[config.mk]
export PLATFORM = sky130hd
export DESIGN_NAME = cortex
export DESIGN_NICKNAME = d
export VERILOG_FILES = /design/src/source/cortex_audio_pkg.sv /design/src/source/cortex_lb_pkg.sv /design/src/source/cortex.sv /design/src/source/lb_splitter.sv /design/src/source/pcm_buffer.sv /design/src/source/pcm_energy.sv /design/src/source/rst_cntrl.sv /design/src/source/sys_mem_intf.sv
export SDC_FILE = /design/constraint.sdc
export NUM_CORES = 1
export LEC_CHECK = 0
export CAP_MARGIN = 20
export CORE_MARGIN = 1
export CORE_UTILIZATION = 50
export DETAILED_ROUTE_END_ITERATION = 10
export DONT_BUFFER_PORTS = 1
export SLEW_MARGIN = 20
export SYNTH_ARGS = -nofsm -noshare
export SYNTH_HDL_FRONTEND = slang
export SYNTH_SLANG_ARGS = --single-unit
[constraint.sdc]
create_clock -name clk -period 4.4 [get_ports clk]
set_input_delay 0.44 -clock clk [delete_from_list [all_inputs] [get_ports clk]]
set_output_delay 0.44 -clock clk [all_outputs]
set_load 0.02 [all_outputs]
[src/source/cortex_audio_pkg.sv]
package cortex_audio_pkg;

  // Signed two's complement PCM samples
  localparam int PCM_SAMPLE_W = 16;
  // Samples per frame, one bank
  localparam int NUM_AUD_SAMPLES = 16;
  // Bank bit plus sample index
  localparam int PCM_MEM_ADDR_W = 5;

  // Width of sum and peak results
  localparam int NRG_W = 32;

  // External memory side
  localparam int SYS_MEM_DATA_W = 32;
  localparam int SYS_MEM_ADDR_W = 27;
  // Sum word then peak word
  localparam logic [SYS_MEM_ADDR_W-1:0] WORDS_PER_FRAME = 27'd2;

endpackage

[src/source/cortex_lb_pkg.sv]
package cortex_lb_pkg;

  // Local bus geometry
  localparam int LB_DATA_W = 32;
  localparam int LB_ADDR_W = 16;
  // Block id field, top address bits
  localparam int LB_BLK_W = 4;
  localparam int LB_CHLD_ADDR_W = 12;

  // Child block ids
  localparam int RST_BLK = 0;
  localparam int PCM_BLK = 1;
  localparam int NRG_BLK = 2;
  localparam int SYS_MEM_BLK = 3;
  localparam int NUM_LB_CHILDREN = 4;

  // Answer for unmapped blocks and offsets
  localparam logic [LB_DATA_W-1:0] DEFAULT_DATA_VAL = 32'hdeadbabe;

  // Register offsets inside each child
  localparam logic [LB_CHLD_ADDR_W-1:0] RST_VEC_REG = 12'd0;
  localparam logic [LB_CHLD_ADDR_W-1:0] PCM_OVERRUN_REG = 12'd0;
  localparam logic [LB_CHLD_ADDR_W-1:0] PCM_FRAMES_REG = 12'd1;
  localparam logic [LB_CHLD_ADDR_W-1:0] NRG_SUM_REG = 12'd0;
  localparam logic [LB_CHLD_ADDR_W-1:0] NRG_PEAK_REG = 12'd1;
  localparam logic [LB_CHLD_ADDR_W-1:0] MEM_BASE_REG = 12'd0;
  localparam logic [LB_CHLD_ADDR_W-1:0] MEM_WR_CNT_REG = 12'd1;

  // Soft reset vector layout
  localparam int NUM_SOFT_RESETS = 3;
  localparam int PCM_RST_BIT = 0;
  localparam int NRG_RST_BIT = 1;
  localparam int MEM_RST_BIT = 2;

endpackage

[src/source/cortex.sv]
module cortex (
  input  logic                                        clk,
  input  logic                                        rst_n,
  input  logic                                        lb_wr_en,
  input  logic                                        lb_rd_en,
  input  logic [cortex_lb_pkg::LB_ADDR_W-1:0]         lb_addr,
  input  logic [cortex_lb_pkg::LB_DATA_W-1:0]         lb_wr_data,
  output logic                                        lb_wr_valid,
  output logic                                        lb_rd_valid,
  output logic [cortex_lb_pkg::LB_DATA_W-1:0]         lb_rd_data,
  input  logic                                        pcm_valid,
  input  logic [cortex_audio_pkg::PCM_SAMPLE_W-1:0]   pcm_sample,
  input  logic                                        sys_mem_wait,
  output logic                                        sys_mem_wren,
  output logic [cortex_audio_pkg::SYS_MEM_ADDR_W-1:0] sys_mem_addr,
  output logic [cortex_audio_pkg::SYS_MEM_DATA_W-1:0] sys_mem_wdata
);

  // Splitter to child bus
  logic [cortex_lb_pkg::NUM_LB_CHILDREN-1:0]  chld_wr_en;
  logic [cortex_lb_pkg::NUM_LB_CHILDREN-1:0]  chld_rd_en;
  logic [cortex_lb_pkg::LB_CHLD_ADDR_W-1:0]   chld_addr;
  logic [cortex_lb_pkg::LB_DATA_W-1:0]        chld_wr_data;
  logic [cortex_lb_pkg::NUM_LB_CHILDREN-1:0]  chld_wr_valid;
  logic [cortex_lb_pkg::NUM_LB_CHILDREN-1:0]  chld_rd_valid;
  logic [cortex_lb_pkg::NUM_LB_CHILDREN-1:0][cortex_lb_pkg::LB_DATA_W-1:0] chld_rd_data;
  logic [cortex_lb_pkg::NUM_SOFT_RESETS-1:0]  soft_rst_n;

  // Buffer to engine
  logic                                        pcm_rdy;
  logic                                        pcm_rden;
  logic [cortex_audio_pkg::PCM_MEM_ADDR_W-1:0] pcm_addr;
  logic                                        pcm_rd_valid;
  logic [cortex_audio_pkg::PCM_SAMPLE_W-1:0]   pcm_rdata;
  logic                                        nrg_busy;

  // Engine to memory writer
  logic                                        agent_wren;
  logic                                        agent_offs;
  logic [cortex_audio_pkg::NRG_W-1:0]          agent_wdata;
  logic                                        agent_last;
  logic                                        agent_wait;

  // Host bus and child bus share port names
  lb_splitter lb_splitter_inst (.*);

  rst_cntrl rst_cntrl_inst (
    .lb_wr_en    (chld_wr_en[cortex_lb_pkg::RST_BLK]),
    .lb_rd_en    (chld_rd_en[cortex_lb_pkg::RST_BLK]),
    .lb_addr     (chld_addr),
    .lb_wr_data  (chld_wr_data),
    .lb_wr_valid (chld_wr_valid[cortex_lb_pkg::RST_BLK]),
    .lb_rd_valid (chld_rd_valid[cortex_lb_pkg::RST_BLK]),
    .lb_rd_data  (chld_rd_data[cortex_lb_pkg::RST_BLK]),
    .*
  );

  // Soft reset ANDed with the chip reset per block
  pcm_buffer pcm_buffer_inst (
    .rst_n       (rst_n && soft_rst_n[cortex_lb_pkg::PCM_RST_BIT]),
    .lb_wr_en    (chld_wr_en[cortex_lb_pkg::PCM_BLK]),
    .lb_rd_en    (chld_rd_en[cortex_lb_pkg::PCM_BLK]),
    .lb_addr     (chld_addr),
    .lb_wr_data  (chld_wr_data),
    .lb_wr_valid (chld_wr_valid[cortex_lb_pkg::PCM_BLK]),
    .lb_rd_valid (chld_rd_valid[cortex_lb_pkg::PCM_BLK]),
    .lb_rd_data  (chld_rd_data[cortex_lb_pkg::PCM_BLK]),
    .*
  );

  pcm_energy pcm_energy_inst (
    .rst_n       (rst_n && soft_rst_n[cortex_lb_pkg::NRG_RST_BIT]),
    .lb_wr_en    (chld_wr_en[cortex_lb_pkg::NRG_BLK]),
    .lb_rd_en    (chld_rd_en[cortex_lb_pkg::NRG_BLK]),
    .lb_addr     (chld_addr),
    .lb_wr_data  (chld_wr_data),
    .lb_wr_valid (chld_wr_valid[cortex_lb_pkg::NRG_BLK]),
    .lb_rd_valid (chld_rd_valid[cortex_lb_pkg::NRG_BLK]),
    .lb_rd_data  (chld_rd_data[cortex_lb_pkg::NRG_BLK]),
    .*
  );

  sys_mem_intf sys_mem_intf_inst (
    .rst_n       (rst_n && soft_rst_n[cortex_lb_pkg::MEM_RST_BIT]),
    .lb_wr_en    (chld_wr_en[cortex_lb_pkg::SYS_MEM_BLK]),
    .lb_rd_en    (chld_rd_en[cortex_lb_pkg::SYS_MEM_BLK]),
    .lb_addr     (chld_addr),
    .lb_wr_data  (chld_wr_data),
    .lb_wr_valid (chld_wr_valid[cortex_lb_pkg::SYS_MEM_BLK]),
    .lb_rd_valid (chld_rd_valid[cortex_lb_pkg::SYS_MEM_BLK]),
    .lb_rd_data  (chld_rd_data[cortex_lb_pkg::SYS_MEM_BLK]),
    .*
  );

endmodule

[src/source/lb_splitter.sv]
module lb_splitter (
  input  logic                                       clk,
  input  logic                                       rst_n,
  input  logic                                       lb_wr_en,
  input  logic                                       lb_rd_en,
  input  logic [cortex_lb_pkg::LB_ADDR_W-1:0]        lb_addr,
  input  logic [cortex_lb_pkg::LB_DATA_W-1:0]        lb_wr_data,
  output logic                                       lb_wr_valid,
  output logic                                       lb_rd_valid,
  output logic [cortex_lb_pkg::LB_DATA_W-1:0]        lb_rd_data,
  output logic [cortex_lb_pkg::NUM_LB_CHILDREN-1:0]  chld_wr_en,
  output logic [cortex_lb_pkg::NUM_LB_CHILDREN-1:0]  chld_rd_en,
  output logic [cortex_lb_pkg::LB_CHLD_ADDR_W-1:0]   chld_addr,
  output logic [cortex_lb_pkg::LB_DATA_W-1:0]        chld_wr_data,
  input  logic [cortex_lb_pkg::NUM_LB_CHILDREN-1:0]  chld_wr_valid,
  input  logic [cortex_lb_pkg::NUM_LB_CHILDREN-1:0]  chld_rd_valid,
  input  logic [cortex_lb_pkg::NUM_LB_CHILDREN-1:0][cortex_lb_pkg::LB_DATA_W-1:0] chld_rd_data
);

  logic [cortex_lb_pkg::LB_BLK_W-1:0]                 blk;
  logic                                               mapped;
  logic [$clog2(cortex_lb_pkg::NUM_LB_CHILDREN)-1:0]  sel_q;
  logic                                               unmapped_q;
  logic                                               dflt_wr_q;
  logic                                               dflt_rd_q;

  // Block id from the top address bits
  assign blk = lb_addr[cortex_lb_pkg::LB_ADDR_W-1 -: cortex_lb_pkg::LB_BLK_W];
  assign mapped = (blk < cortex_lb_pkg::NUM_LB_CHILDREN);

  // Address and data shared by all children
  assign chld_addr = lb_addr[cortex_lb_pkg::LB_CHLD_ADDR_W-1:0];
  assign chld_wr_data = lb_wr_data;

  // Strobe only the addressed child, same cycle
  always_comb begin
    for (int i = 0; i < cortex_lb_pkg::NUM_LB_CHILDREN; i++) begin
      chld_wr_en[i] = lb_wr_en && (blk == i);
      chld_rd_en[i] = lb_rd_en && (blk == i);
    end
  end

  // Remember target for the answer cycle
  always_ff @(posedge clk or negedge rst_n) begin
    if (!rst_n) begin
      sel_q <= '0;
      unmapped_q <= 1'b0;
      dflt_wr_q <= 1'b0;
      dflt_rd_q <= 1'b0;
    end else begin
      // Unmapped ids answered here
      dflt_wr_q <= lb_wr_en && !mapped;
      dflt_rd_q <= lb_rd_en && !mapped;
      if (lb_wr_en || lb_rd_en) begin
        sel_q <= blk[$bits(sel_q)-1:0];
        unmapped_q <= !mapped;
      end
    end
  end

  // Answer mux back to the host
  assign lb_wr_valid = dflt_wr_q || (!unmapped_q && chld_wr_valid[sel_q]);
  assign lb_rd_valid = dflt_rd_q || (!unmapped_q && chld_rd_valid[sel_q]);
  assign lb_rd_data = unmapped_q ? cortex_lb_pkg::DEFAULT_DATA_VAL : chld_rd_data[sel_q];

endmodule

[src/source/pcm_buffer.sv]
module pcm_buffer (
  input  logic                                        clk,
  input  logic                                        rst_n,
  input  logic                                        lb_wr_en,
  input  logic                                        lb_rd_en,
  input  logic [cortex_lb_pkg::LB_CHLD_ADDR_W-1:0]    lb_addr,
  input  logic [cortex_lb_pkg::LB_DATA_W-1:0]         lb_wr_data,
  output logic                                        lb_wr_valid,
  output logic                                        lb_rd_valid,
  output logic [cortex_lb_pkg::LB_DATA_W-1:0]         lb_rd_data,
  input  logic                                        pcm_valid,
  input  logic [cortex_audio_pkg::PCM_SAMPLE_W-1:0]   pcm_sample,
  output logic                                        pcm_rdy,
  input  logic                                        pcm_rden,
  input  logic [cortex_audio_pkg::PCM_MEM_ADDR_W-1:0] pcm_addr,
  output logic                                        pcm_rd_valid,
  output logic [cortex_audio_pkg::PCM_SAMPLE_W-1:0]   pcm_rdata,
  input  logic                                        nrg_busy
);

  // Two banks of one frame each
  logic [cortex_audio_pkg::PCM_SAMPLE_W-1:0]   mem [2*cortex_audio_pkg::NUM_AUD_SAMPLES];
  logic                                        fill_bank;
  logic [cortex_audio_pkg::PCM_MEM_ADDR_W-2:0] wr_idx;
  logic [cortex_lb_pkg::LB_DATA_W-1:0]         frame_cnt;
  logic [cortex_lb_pkg::LB_DATA_W-1:0]         ovr_cnt;

  // Sample store and engine read port
  always_ff @(posedge clk) begin
    if (pcm_valid) begin
      mem[{fill_bank, wr_idx}] <= pcm_sample;
    end
    pcm_rdata <= mem[pcm_addr];
  end

  // Fill pointer, bank flip on wrap
  always_ff @(posedge clk or negedge rst_n) begin
    if (!rst_n) begin
      fill_bank <= 1'b0;
      wr_idx <= '0;
      pcm_rdy <= 1'b0;
      pcm_rd_valid <= 1'b0;
    end else begin
      pcm_rdy <= 1'b0;
      pcm_rd_valid <= pcm_rden;
      if (pcm_valid) begin
        wr_idx <= wr_idx + 1'b1;
        if (wr_idx == cortex_audio_pkg::NUM_AUD_SAMPLES-1) begin
          fill_bank <= ~fill_bank;
          pcm_rdy <= 1'b1;
        end
      end
    end
  end

  // Frame and overrun counters, bus loadable
  always_ff @(posedge clk or negedge rst_n) begin
    if (!rst_n) begin
      frame_cnt <= '0;
      ovr_cnt <= '0;
      lb_wr_valid <= 1'b0;
      lb_rd_valid <= 1'b0;
    end else begin
      lb_wr_valid <= lb_wr_en;
      lb_rd_valid <= lb_rd_en;
      if (lb_wr_en && (lb_addr == cortex_lb_pkg::PCM_FRAMES_REG)) begin
        frame_cnt <= lb_wr_data;
      end else if (pcm_rdy) begin
        frame_cnt <= frame_cnt + 1'b1;
      end
      // Bank done while engine still busy
      if (lb_wr_en && (lb_addr == cortex_lb_pkg::PCM_OVERRUN_REG)) begin
        ovr_cnt <= lb_wr_data;
      end else if (pcm_rdy && nrg_busy) begin
        ovr_cnt <= ovr_cnt + 1'b1;
      end
    end
  end

  always_ff @(posedge clk) begin
    if (lb_rd_en) begin
      case (lb_addr)
        cortex_lb_pkg::PCM_OVERRUN_REG: lb_rd_data <= ovr_cnt;
        cortex_lb_pkg::PCM_FRAMES_REG:  lb_rd_data <= frame_cnt;
        default:                        lb_rd_data <= cortex_lb_pkg::DEFAULT_DATA_VAL;
      endcase
    end
  end

endmodule

[src/source/pcm_energy.sv]
module pcm_energy (
  input  logic                                        clk,
  input  logic                                        rst_n,
  input  logic                                        lb_wr_en,
  input  logic                                        lb_rd_en,
  input  logic [cortex_lb_pkg::LB_CHLD_ADDR_W-1:0]    lb_addr,
  input  logic [cortex_lb_pkg::LB_DATA_W-1:0]         lb_wr_data,
  output logic                                        lb_wr_valid,
  output logic                                        lb_rd_valid,
  output logic [cortex_lb_pkg::LB_DATA_W-1:0]         lb_rd_data,
  input  logic                                        pcm_rdy,
  output logic                                        pcm_rden,
  output logic [cortex_audio_pkg::PCM_MEM_ADDR_W-1:0] pcm_addr,
  input  logic                                        pcm_rd_valid,
  input  logic [cortex_audio_pkg::PCM_SAMPLE_W-1:0]   pcm_rdata,
  output logic                                        nrg_busy,
  output logic                                        agent_wren,
  output logic                                        agent_offs,
  output logic [cortex_audio_pkg::NRG_W-1:0]          agent_wdata,
  output logic                                        agent_last,
  input  logic                                        agent_wait
);

  typedef enum logic [2:0] {IDLE, RD, DRAIN, WR_SUM, WR_PEAK} nrg_st_t;

  nrg_st_t                                   state;
  logic                                      nxt_bank;
  logic [cortex_audio_pkg::PCM_SAMPLE_W-1:0] abs_smpl;
  logic [cortex_audio_pkg::NRG_W-1:0]        abs_ext;
  logic [cortex_audio_pkg::NRG_W-1:0]        sum_q;
  logic [cortex_audio_pkg::NRG_W-1:0]        peak_q;

  // Unsigned magnitude, -32768 gives 32768
  assign abs_smpl = pcm_rdata[cortex_audio_pkg::PCM_SAMPLE_W-1] ? (~pcm_rdata + 1'b1) : pcm_rdata;
  assign abs_ext = {{(cortex_audio_pkg::NRG_W-cortex_audio_pkg::PCM_SAMPLE_W){1'b0}}, abs_smpl};

  assign nrg_busy = (state != IDLE);
  // Sum at offset 0, peak at offset 1 and last
  assign agent_wren = (state == WR_SUM) || (state == WR_PEAK);
  assign agent_offs = (state == WR_PEAK);
  assign agent_last = (state == WR_PEAK);
  assign agent_wdata = (state == WR_PEAK) ? peak_q : sum_q;

  always_ff @(posedge clk or negedge rst_n) begin
    if (!rst_n) begin
      state <= IDLE;
      nxt_bank <= 1'b0;
      pcm_rden <= 1'b0;
      pcm_addr <= '0;
    end else begin
      // Tracks buffer bank, skipped frames too
      if (pcm_rdy) begin
        nxt_bank <= ~nxt_bank;
      end
      case (state)
        IDLE: begin
          if (pcm_rdy) begin
            pcm_rden <= 1'b1;
            pcm_addr <= {nxt_bank, {(cortex_audio_pkg::PCM_MEM_ADDR_W-1){1'b0}}};
            state <= RD;
          end
        end
        RD: begin
          if (pcm_addr[cortex_audio_pkg::PCM_MEM_ADDR_W-2:0] ==
              cortex_audio_pkg::NUM_AUD_SAMPLES-1) begin
            pcm_rden <= 1'b0;
            state <= DRAIN;
          end else begin
            pcm_addr <= pcm_addr + 1'b1;
          end
        end
        // Last sample lands this cycle
        DRAIN: state <= WR_SUM;
        WR_SUM: begin
          if (!agent_wait) begin
            state <= WR_PEAK;
          end
        end
        WR_PEAK: begin
          if (!agent_wait) begin
            state <= IDLE;
          end
        end
        default: state <= IDLE;
      endcase
    end
  end

  // Accumulators double as result registers
  always_ff @(posedge clk or negedge rst_n) begin
    if (!rst_n) begin
      sum_q <= '0;
      peak_q <= '0;
    end else if ((state == IDLE) && pcm_rdy) begin
      sum_q <= '0;
      peak_q <= '0;
    end else if (pcm_rd_valid) begin
      sum_q <= sum_q + abs_ext;
      if (abs_ext > peak_q) begin
        peak_q <= abs_ext;
      end
    end else if (lb_wr_en && (lb_addr == cortex_lb_pkg::NRG_SUM_REG)) begin
      sum_q <= lb_wr_data;
    end else if (lb_wr_en && (lb_addr == cortex_lb_pkg::NRG_PEAK_REG)) begin
      peak_q <= lb_wr_data;
    end
  end

  always_ff @(posedge clk or negedge rst_n) begin
    if (!rst_n) begin
      lb_wr_valid <= 1'b0;
      lb_rd_valid <= 1'b0;
    end else begin
      lb_wr_valid <= lb_wr_en;
      lb_rd_valid <= lb_rd_en;
    end
  end

  always_ff @(posedge clk) begin
    if (lb_rd_en) begin
      case (lb_addr)
        cortex_lb_pkg::NRG_SUM_REG:  lb_rd_data <= sum_q;
        cortex_lb_pkg::NRG_PEAK_REG: lb_rd_data <= peak_q;
        default:                     lb_rd_data <= cortex_lb_pkg::DEFAULT_DATA_VAL;
      endcase
    end
  end

endmodule

[src/source/rst_cntrl.sv]
module rst_cntrl (
  input  logic                                       clk,
  input  logic                                       rst_n,
  input  logic                                       lb_wr_en,
  input  logic                                       lb_rd_en,
  input  logic [cortex_lb_pkg::LB_CHLD_ADDR_W-1:0]   lb_addr,
  input  logic [cortex_lb_pkg::LB_DATA_W-1:0]        lb_wr_data,
  output logic                                       lb_wr_valid,
  output logic                                       lb_rd_valid,
  output logic [cortex_lb_pkg::LB_DATA_W-1:0]        lb_rd_data,
  output logic [cortex_lb_pkg::NUM_SOFT_RESETS-1:0]  soft_rst_n
);

  // Reset vector register, all blocks running after rst_n
  always_ff @(posedge clk or negedge rst_n) begin
    if (!rst_n) begin
      soft_rst_n <= '1;
      lb_wr_valid <= 1'b0;
      lb_rd_valid <= 1'b0;
    end else begin
      lb_wr_valid <= lb_wr_en;
      lb_rd_valid <= lb_rd_en;
      // Active low bit per block
      if (lb_wr_en && (lb_addr == cortex_lb_pkg::RST_VEC_REG)) begin
        soft_rst_n <= lb_wr_data[cortex_lb_pkg::NUM_SOFT_RESETS-1:0];
      end
    end
  end

  // Read back, one cycle after strobe
  always_ff @(posedge clk) begin
    if (lb_rd_en) begin
      if (lb_addr == cortex_lb_pkg::RST_VEC_REG) begin
        lb_rd_data <= {{(cortex_lb_pkg::LB_DATA_W-cortex_lb_pkg::NUM_SOFT_RESETS){1'b0}},
                       soft_rst_n};
      end else begin
        lb_rd_data <= cortex_lb_pkg::DEFAULT_DATA_VAL;
      end
    end
  end

endmodule

[src/source/sys_mem_intf.sv]
module sys_mem_intf (
  input  logic                                        clk,
  input  logic                                        rst_n,
  input  logic                                        lb_wr_en,
  input  logic                                        lb_rd_en,
  input  logic [cortex_lb_pkg::LB_CHLD_ADDR_W-1:0]    lb_addr,
  input  logic [cortex_lb_pkg::LB_DATA_W-1:0]         lb_wr_data,
  output logic                                        lb_wr_valid,
  output logic                                        lb_rd_valid,
  output logic [cortex_lb_pkg::LB_DATA_W-1:0]         lb_rd_data,
  input  logic                                        agent_wren,
  input  logic                                        agent_offs,
  input  logic [cortex_audio_pkg::NRG_W-1:0]          agent_wdata,
  input  logic                                        agent_last,
  output logic                                        agent_wait,
  input  logic                                        sys_mem_wait,
  output logic                                        sys_mem_wren,
  output logic [cortex_audio_pkg::SYS_MEM_ADDR_W-1:0] sys_mem_addr,
  output logic [cortex_audio_pkg::SYS_MEM_DATA_W-1:0] sys_mem_wdata
);

  logic [cortex_audio_pkg::SYS_MEM_ADDR_W-1:0] base_q;
  logic [cortex_audio_pkg::SYS_MEM_ADDR_W-1:0] frame_q;
  logic [cortex_lb_pkg::LB_DATA_W-1:0]         wr_cnt_q;
  logic                                        full_q;
  logic                                        accept;
  logic                                        done;

  // Hold register full means agent must wait
  assign agent_wait = full_q;
  assign sys_mem_wren = full_q;
  assign accept = agent_wren && !full_q;
  assign done = full_q && !sys_mem_wait;

  always_ff @(posedge clk or negedge rst_n) begin
    if (!rst_n) begin
      full_q <= 1'b0;
      frame_q <= '0;
      base_q <= '0;
      wr_cnt_q <= '0;
      lb_wr_valid <= 1'b0;
      lb_rd_valid <= 1'b0;
    end else begin
      lb_wr_valid <= lb_wr_en;
      lb_rd_valid <= lb_rd_en;
      if (accept) begin
        full_q <= 1'b1;
      end else if (done) begin
        full_q <= 1'b0;
      end
      // Next frame after the peak word
      if (accept && agent_last) begin
        frame_q <= frame_q + 1'b1;
      end
      if (lb_wr_en && (lb_addr == cortex_lb_pkg::MEM_BASE_REG)) begin
        base_q <= lb_wr_data[cortex_audio_pkg::SYS_MEM_ADDR_W-1:0];
      end
      if (lb_wr_en && (lb_addr == cortex_lb_pkg::MEM_WR_CNT_REG)) begin
        wr_cnt_q <= lb_wr_data;
      end else if (done) begin
        wr_cnt_q <= wr_cnt_q + 1'b1;
      end
    end
  end

  // Payload held steady until memory takes it
  always_ff @(posedge clk) begin
    if (accept) begin
      sys_mem_addr <= base_q + frame_q * cortex_audio_pkg::WORDS_PER_FRAME + agent_offs;
      sys_mem_wdata <= agent_wdata;
    end
  end

  always_ff @(posedge clk) begin
    if (lb_rd_en) begin
      case (lb_addr)
        cortex_lb_pkg::MEM_BASE_REG: begin
          lb_rd_data <= {{(cortex_lb_pkg::LB_DATA_W-cortex_audio_pkg::SYS_MEM_ADDR_W){1'b0}},
                         base_q};
        end
        cortex_lb_pkg::MEM_WR_CNT_REG: lb_rd_data <= wr_cnt_q;
        default:                       lb_rd_data <= cortex_lb_pkg::DEFAULT_DATA_VAL;
      endcase
    end
  end

endmodule
After elaboration in Yosys (flattened, before gate mapping):

Memories as Yosys holds them, arrays and structs flattened. A register that Yosys moved wholly into a read port is not among the register bits.
Index checks and enable logic that the tools add are counted.

* register bits: 435
* RAM bits: 512
* bits of input ports: 70
* output and inout bits: 94
* logic and storage cells: 165
* memories: 1

Memories
* pcm_buffer_inst.mem: words 32, width 16, read ports 1, clocked after Yosys merged registers in 1, wr ports 1, line pcm_buffer.sv:22 `logic [cortex_audio_pkg::PCM_SAMPLE_W-1:0] mem [2*cortex_audio_pkg::NUM_AUD_SAMPLES];`

* $add $sub $neg: 10
* order comparisons: 3
* eq/ne operators: 17
* muxes and demuxes: 44
* bitwise gates (word level): 3
* reduce and logical (&&, ||, !) cells: 51

Operator list (count)
* $mux W32: 18
* $pmux W32 S2: 3
* $add A32 B1 Y32 const B: 3
* $bmux W32 S2: 1
* $add A32 B16 Y32: 1
* $gt A16 B32 Y1: 1
* $add A27 B1 Y27: 1
* $add A27 B1 Y27 const B: 1
* $add A27 B27 Y27: 1
* $logic_and A1 B1 Y1: 27
* $add A16 B1 Y16 const B: 1
* $mux W16: 1
* $not A16 Y16: 1
* $pmux W3 S5: 1
* $eq A12 B1 Y1 const B: 1
* $logic_not A12 Y1: 1
* $mux W3: 4
* $mux W1: 10
* $mux W5: 2
* $pmux W5 S2: 1
* $reduce_bool A2 Y1: 5
* $reduce_and A3 Y1: 3
* $reduce_bool A3 Y1: 3
* $eq A4 B2 Y1 const B: 2
* other kinds (22): 35

Depth between registers and ports, before layout:

Gate-level depths: netlist of the first run.

* depth in word-level cells: 7
* depth in mapped cells: 15
* mapped depth without buffers: 14

By module:

A second synthesis of the first run with hierarchy kept.

* cell total of the unflattened synthesis: 3285
* area total of the unflattened synthesis: 43640.6 µm²

Modules (own cells, without submodules)
* pcm_buffer: times used 1, cells an instance 1525, area each 25468.2 µm², seq. area each 18482.7 µm²
* sys_mem_intf: times used 1, cells an instance 731, area each 8659.6 µm², seq. area each 4934.7 µm²
* pcm_energy: times used 1, cells an instance 820, area each 7260.7 µm², seq. area each 2862.7 µm²
* lb_splitter: times used 1, cells an instance 156, area each 1686.6 µm², seq. area each 125.1 µm²
* rst_cntrl: times used 1, cells an instance 50, area each 546.8 µm², seq. area each 249.0 µm²
* cortex: times used 1, cells an instance 3, area each 18.8 µm², seq. area each 0.0 µm²

Least setup slack after synthesis of the first run:

No wires, ideal clock.

* path type: register to register
* start: register pcm_energy_inst.state[0]
* end: register sys_mem_intf_inst.sys_mem_addr[0] in the netlist's numbering (enable)
* library setup time: 476 ps
* arrival time: 3972 ps
* data required time: 3924 ps
* path slack: -48 ps
* stages on the path, launching flop included: 7
* buffers on the path: 3
* period minus slack after synthesis: 4448 ps
* cell sequence: dfrtp_1 buf_2 nor3b_1 clkbuf_1 clkbuf_1 a21oi_1 nor2_1

* cells in the longest elaborated chain, start to end: 3
* elaborated cells on any way between the ends: 4
* those cells by class: 2 x eq/ne; 2 x reduce/logical

RTL lines
* start, declared: line pcm_energy.sv:26 `nrg_st_t state;`
* start signal, assigned: line pcm_energy.sv:46 `state <= IDLE;`
* start signal, assigned: line pcm_energy.sv:60 `state <= RD;`
* start signal, assigned: line pcm_energy.sv:67 `state <= DRAIN;`
* $eq A3 B2 Y1 / $eq A3 B3 Y1 (equally long branches): line pcm_energy.sv:39 `assign agent_wren = (state == WR_SUM) || (state == WR_PEAK);`
* $logic_or A1 B1 Y1 (*): line pcm_energy.sv:39
* $logic_and A1 B1 Y1 (*): line sys_mem_intf.sv:32 `assign accept = agent_wren && !full_q;`
* net sys_mem_intf_inst.accept: line sys_mem_intf.sv:26 `logic accept;`
* end signal, assigned: line sys_mem_intf.sv:69 `sys_mem_addr <= base_q + frame_q * cortex_audio_pkg::WORDS_PER_FRAME + agent_offs;`
* end, declared: line sys_mem_intf.sv:18 `output logic [cortex_audio_pkg::SYS_MEM_ADDR_W-1:0] sys_mem_addr,`

The timed path passes the listed nets; every way through them passes the cells marked *.
A chain may end at the register's enable or synchronous reset.

Worst setup path after layout of the first run:

* start: register pcm_buffer_inst.pcm_rdata[7] in the netlist's numbering (read register of pcm_buffer_inst.mem)
* end: register pcm_energy_inst.peak_q[31] in the netlist's numbering

* cells in the longest elaborated chain, start to end: 6

RTL lines
* start, declared: line pcm_buffer.sv:17 `output logic [cortex_audio_pkg::PCM_SAMPLE_W-1:0] pcm_rdata,`
* $not A16 Y16: line pcm_energy.sv:34 `assign abs_smpl = pcm_rdata[cortex_audio_pkg::PCM_SAMPLE_W-1] ? (~pcm_rdata + 1'b1) : pcm_rdata;`
* $add A16 B1 Y16: line pcm_energy.sv:34
* $mux W16 (*): line pcm_energy.sv:34
* $gt A16 B32 Y1 (*): line pcm_energy.sv:99 `if (abs_ext > peak_q) begin`
* $ne A3 B1 Y1 (no line) (*)
* $reduce_and A3 Y1 (no line) (*)
* end signal, assigned: line pcm_energy.sv:100 `peak_q <= abs_ext;`
* end signal, assigned: line pcm_energy.sv:105 `peak_q <= lb_wr_data;`
* end, declared: line pcm_energy.sv:31 `logic [cortex_audio_pkg::NRG_W-1:0] peak_q;`

Mark *: on every way between the ends. The rest lies on a longest branch, timed or not.

==> results.txt, run 1 <==
cts bufs inserted - 97
clock slew at reported path FFs - 0.06 ns
IO buf count - 0
area grow syn2layout - 13.3%
Area after DPL - 43400 sq um
Post-route DRC - 0
post-synth top area cell - edfxtp_1
Syn. warnings - 0
share of the synthesized area in the top cell type - 48.0%
Critical Path RT - 4.91 ns
CTS tree - built
RSZ-0062 raised after global routing - no
worst-margin pin slew - 1.15 ns
Max Slew Vio Count - 0
Hold/Removal Path Class - in2reg
Avg Vias per Cell - 6.05
Die H - 292 um
I/O Pins - 164
share of cells above drive strength 1 - 17.9%
Setup crit end kind - flip-flop
vias in the first global route - 25809
initial detailed-routing violation count - 2193
Netlist Area Pre-Place - 42000 sq um
critical path launch point type - flip-flop
nets - 3162
sequential share of the synthesized area - 63.4%
Pre-antenna DRT Iters - 5
clk_lat worst skew - 0.68 ns
share of flip-flops with an asynchronous set or reset - 26.4%
minimum clock period - 4.18 ns
Die ar. - 85200 sq um
WL/cell - 26.6 um
first-pass GRT wire length - 166000 um
worst reg2reg setup slack - 0.22 ns
via count - 25374
H-tree depth - 3
EDFF count, synth - 671
share of the clock period used by the worst path after layout - 95.0%
status - complete, no violations
Mapped Cells - 2942
final setup vio count - 0
Cell variety after synth - 73
top cell types by occurrence after synthesis - edfxtp_1, nand2_1, dfrtp_1, nor2_1, mux4_2
Max clock buf depth - 3
Worst Setup Path Type - reg2reg
post-route ant nets - 0
Clock Sinks - 934
Post-DP HPWL - 72800 um
Max-slew headroom - 22.9%
post-route cell area - 47600 sq um
total track usage - 26.4%
starting density of the core - 50.8%
Area contributors post-synth - edfxtp_1, dfrtp_1, mux4_2
drt total wl - 111000 um
Final Skew - 0.0441 ns
initial antenna violation count - 12
Yosys reg bits - 934
num rows - 105
critical path arrival - 4.68 ns
ys flop type - edfxtp_1
Chip Width - 292 um
max frequency - 239 MHz
Max-Cap Viols - 0
CP max FO - 30
Leakage - 17.2 nW
Hold Vio Cnt, Final - 0
syn nets - 3082
core area - 82600 sq um
Setup Total Neg Slack - 0 ns
Root Buffer Master - clkbuf_16
total global routing overflow - 0
most numerous cell in the Yosys netlist - edfxtp_1
gpl congestion - 0.913
IR drop worst, VDD - 0.466 mV
pin count of the biggest net entering global routing - 105
Syn Area/Cell - 14.3 sq um
pwr dens - 623 nW/um^2
==> metal layers <==
metal | share of wire (%) | up-vias | track usage (%)
li1 | - | 11359 | -
met1 | 38 | 12978 | 31.7
met2 | 52 | 804 | 47.0
met3 | 4.8 | 233 | 3.71
met4 | 4.8 | 0 | 12.0
met5 | 0 | - | 0
==> worst paths after layout <==
check / start / end / depth (start not counted)
hold reg to reg: pcm_energy_inst.pcm_rden / pcm_buffer_inst.pcm_rd_valid / 0
setup reg to reg: pcm_buffer_inst.pcm_rdata[7] / pcm_energy_inst.peak_q[31] / 11
max in group asynchronous: rst_n / sys_mem_intf_inst.frame_q[19] / 3
setup / recovery: pcm_buffer_inst.pcm_rdata[7] / pcm_energy_inst.peak_q[31] / 11
hold / removal: lb_wr_data[9] / pcm_energy_inst.sum_q[9] / 2
min in group asynchronous: rst_n / lb_splitter_inst.unmapped_q / 1
==> metrics by stage <==
step	total power, W	setup slack [ns]	utilization (%)	instances	hold slack [ns]
floorplan	0.0184	0.719	-	2942	0.144
global placement	0.0210	-0.0118	52.6	3930	0.145
detailed placement	0.0211	0.0586	52.6	3930	0.145
CTS	0.0298	0.00590	57.5	4176	0.000500
global route	0.0311	0.00488	57.6	4189	0.0200
finish	0.0297	0.222	57.6	4192	0.0283
==> kinds of logic (layout without fill, tap and decap cells) <==
group	after synthesis	count (layout)	share of synthesized area [%]
AOI/OAI and AO/OA	416	416	6.14
xor gates and xnor gates	175	175	3.65
adders and majority gates	70	70	2.12
buffers and inverters	202	367	1.88
DFF	934	934	63.4
muxes	378	378	14.2
other	0	15	0
and+or+nand+nor	767	767	8.52
==> registers in the layout (all words and copies together), names as in the netlist, 2 cells and up <==
name and cells:
sys_mem_intf_inst.sys_mem_addr 27, sys_mem_intf_inst.base_q 27, lb_splitter_inst.sel_q 2, rst_cntrl_inst.soft_rst_n 3, pcm_energy_inst.pcm_addr 5, pcm_buffer_inst.mem 512
pcm_buffer_inst.wr_idx 4, pcm_buffer_inst.frame_cnt 32, pcm_buffer_inst.pcm_rdata 16, pcm_energy_inst.lb_rd_data 32, pcm_energy_inst.peak_q 32, sys_mem_intf_inst.sys_mem_wdata 32
sys_mem_intf_inst.frame_q 26, pcm_energy_inst.sum_q 32, rst_cntrl_inst.lb_rd_data 4, sys_mem_intf_inst.lb_rd_data 32, pcm_buffer_inst.ovr_cnt 32, pcm_energy_inst.state 3
sys_mem_intf_inst.wr_cnt_q 32, pcm_buffer_inst.lb_rd_data 32
==> report_power, final <==
part | internal, W | leakage (nW) | switching, W | total [W]
combinational | 0.00400 | 6.17 | 0.00478 | 0.00878
sequential | 0.0108 | 9.39 | 0.00158 | 0.0124
clock | 0.00506 | 1.64 | 0.00347 | 0.00852
==> worst max-delay path, cell delays in order (launching register included) <==
cell and delay [ns]:
dfxtp_1 0.32, or4_1 0.59, or3_1 0.40, o31ai_1 0.26, xnor2_1 0.21, ha_1 0.35
and3_1 0.15, nand3_1 0.11, or3_1 0.44, o221a_2 0.31, nor2_4 0.62, o21ai_0 0.24
==> cell usage in the layout (no fill, tap or decap), types with 16 or more instances in the layout <==
master / instances
a21o_1: 27
a21oi_1: 105
a22oi_1: 37
and3_1: 37
buf_4: 64
clkbuf_1: 29
clkbuf_16: 97
clkbuf_8: 21
dfrtp_1: 239
dfxtp_1: 16
dlygate4sd3_1: 47
edfxtp_1: 671
ha_1: 68
inv_1: 51
mux2_2: 106
mux2i_1: 107
mux4_2: 165
nand2_1: 268
nand3_1: 75
nand4_1: 63
nor2_1: 197
nor4_1: 16
o21ai_0: 128
o31ai_1: 19
xnor2_1: 95
xor2_1: 80
==> cell type report <==
class                      instances  area [sq um]
clock inverter                    37           561
multi-input combinational       1806         14700
clock buffer                     147          2830
antenna                           15          37.5
timing repair buffer             132          1300
fill                            6518         35000
inverter                          51           191
sequential                       934         26700
tap                             1070          1340
==> timing repair <==
item	4_1_cts	5_1_grt
hold endpoints to repair	798	0
hold buffers	62	0
endpoints found under the setup margin	0	7
resized for setup	0	1
buffers inserted	0	0
No activity file was read; power rests on OpenSTA's default activity.
==> inputs of run 2 (changes only) <==
--- a/config.mk
+++ b/config.mk
@@ -10,6 +10,7 @@
 export CORE_UTILIZATION = 50
 export DETAILED_ROUTE_END_ITERATION = 10
 export DONT_BUFFER_PORTS = 1
+export SKIP_LAST_GASP = 1
 export SLEW_MARGIN = 20
 export SYNTH_ARGS = -nofsm -noshare
 export SYNTH_HDL_FRONTEND = slang
==> constraint.sdc (replaced) <==
create_clock -name clk -period 5.26 [get_ports clk]
set_input_delay 0.526 -clock clk [delete_from_list [all_inputs] [get_ports clk]]
set_output_delay 0.526 -clock clk [all_outputs]
set_load 0.02 [all_outputs]
==> run 2 against run 1 <==
Compared with the run above:
- die area is the same
- register-to-register slack better by 0.64 ns
- via count up 0.26%
- largest power group unchanged
- maximum frequency shrank 5.1%
- final cell count is 0.57% lower
- design area is 0.35% lower
- wire length grew 1.8%
- largest cell class unchanged
- first-iteration DRC count shrank 11%
- clock power decreased by 16%
- power decreased by 16%
- critical endpoint is now pcm_energy_inst.peak_q[11]
==> results.txt, run 2 (synthesis gave the netlist of run 1 again) <==
CTS resizes - 0 (unchanged)
Hold/Removal Path Class - in2reg
post-route ant nets - 0 (unchanged)
drt total wl - 113000 um (+1.8%)
core area - 82600 sq um (unchanged)
nets - 3153 (-0.28%)
critical path arrival - 5.00 ns (+0.32 ns)
Die H - 292 um (unchanged)
H-tree depth - 3 (unchanged)
Post-route DRC - 0 (unchanged)
Area after DPL - 43300 sq um (-0.25%)
final setup vio count - 0 (unchanged)
Max clock buf depth - 3 (unchanged)
worst-margin pin slew - 1.13 ns (-0.0188 ns)
post-route cell area - 47400 sq um (-0.35%)
Final Skew - 0.0362 ns (-0.00795 ns)
most frequent cells in the layout - edfxtp_1, nand2_1, dfrtp_1, nor2_1, mux4_2
worst reg2reg setup slack - 0.86 ns (+0.64 ns)
DP Worst Slack - 0.985 ns (+0.927 ns)
vias in the first global route - 25965 (+0.60%)
WL/cell - 27.2 um (+2.4%)
Clock Sinks - 934 (unchanged)
clk_lat worst skew - 0.68 ns (about the same)
Total Power - 0.0249 W (-16%)
critical path launch point type - flip-flop
fin util - 57.4% (-0.20 points)
Chip Width - 292 um (unchanged)
CTS tree - built
total global routing overflow - 0 (unchanged)
num rows - 105 (unchanged)
clock slew at reported path FFs - 0.06 ns (about the same)
IO buf count - 0 (unchanged)
Worst Setup Path Type - reg2reg
share of cells above drive strength 1 - 17.8% (-0.086 points)
Avg Vias per Cell - 6.10 (+0.83%)
Setup crit end kind - flip-flop
RSZ-0062 raised after global routing - no
initial detailed-routing violation count - 1952 (-11%)
Pre-antenna DRT Iters - 6 (+1)
Max Slew Vio Count - 0 (unchanged)
initial antenna violation count - 1 (-11)
Critical Path RT - 5.86 ns (+0.95 ns)
Max-Cap Viols - 0 (unchanged)
gpl congestion - 0.899 (-1.5%)
Root Buffer Master - clkbuf_16
final worst slack - 0.857 ns (+0.636 ns)
Max-slew headroom - 24.1% (+1.3 points)
pwr dens - 524 nW/um^2 (-16%)
Post-DP HPWL - 71900 um (-1.2%)
total track usage - 26.8% (+0.39 points)
IR drop worst, VDD - 0.340 mV (-27%)
Setup Total Neg Slack - 0 ns (unchanged)
share of the clock period used by the worst path after layout - 83.7% (-11 points)
commonest non-fill, non-tap cell in the layout - edfxtp_1
minimum clock period - 4.40 ns (+0.224 ns)
post-CTS setup buffer count - 0 (unchanged)
Hold Buf Count CTS - 57 (-8.1%)
Die ar. - 85200 sq um (unchanged)
first-pass GRT wire length - 168000 um (+1.1%)
CP max FO - 17 (-43%)
starting density of the core - 50.8% (unchanged)
I/O Pins - 164 (unchanged)
status - complete, no violations
via count - 25439 (+0.26%)
Leakage - 17.1 nW (-0.38%)
pin count of the biggest net entering global routing - 105 (unchanged)
Biggest register - pcm_buffer_inst.mem
cts bufs inserted - 100 (+3.1%)
Hold Vio Cnt, Final - 0 (unchanged)
area grow syn2layout - 12.9%
max frequency - 227 MHz (-5.1%)
max reg flops - 512 (unchanged)
run 2: final cells by class:
class	instances	area, sq um
Antenna cell	4	10.0
Clock buffer	137	2790
Clock inverter	46	593
Fill cell	6518	35200
Inverter	51	191
Multi-Input combinational cell	1806	14700
Sequential cell	934	26700
Tap cell	1070	1340
Timing Repair Buffer	120	1170
run 2: worst paths after layout:
kind                       cells after the start                         start                          end
max                                           10  pcm_buffer_inst.pcm_rdata[7]   pcm_energy_inst.peak_q[11]
min                                            2                lb_wr_data[23]   pcm_energy_inst.peak_q[23]
max reg2reg                                   10  pcm_buffer_inst.pcm_rdata[7]   pcm_energy_inst.peak_q[11]
min reg2reg                                    1  rst_cntrl_inst.soft_rst_n[1]  pcm_energy_inst.lb_wr_valid
max in group asynchronous                      3                         rst_n  sys_mem_intf_inst.base_q[2]
min in group asynchronous                      1                         rst_n   rst_cntrl_inst.lb_rd_valid
run 2: worst max-delay path: stages (launching register included):
cell and delay [ns]:
dfxtp_1 0.33, or4_1 0.60, or3_1 0.41, nor4_1 0.77
ha_1 0.25, nand3_1 0.11, or3_1 0.44, o221a_2 0.31
nor2_2 0.52, buf_4 0.36, mux2i_1 0.24
run 2: routing by layer:
metal	up-vias	track usage (%)	share of wire [%]
met1	13065	32.5	38
met4	0	14.9	5.6
met3	226	3.59	4.8
met5	-	0	0
met2	807	46.2	51
li1	11341	-	-
run 2: power by group:
part | total (W) | leakage [nW] | internal [W] | switching [W]
Sequential | 0.0104 | 9.39 | 0.00902 | 0.00134
Clock | 0.00719 | 1.65 | 0.00423 | 0.00296
Combinational | 0.00730 | 6.09 | 0.00332 | 0.00399
Total | 0.0249 | 17.1 | 0.0166 | 0.00828
run 2: stage by stage:
step	hold slack, ns	cells
floorplan	0.230	2942
global placement	0.231	3921
detailed placement	0.231	3921
CTS	0.000890	4161
global route	0.00742	4167
finish	0.0190	4168
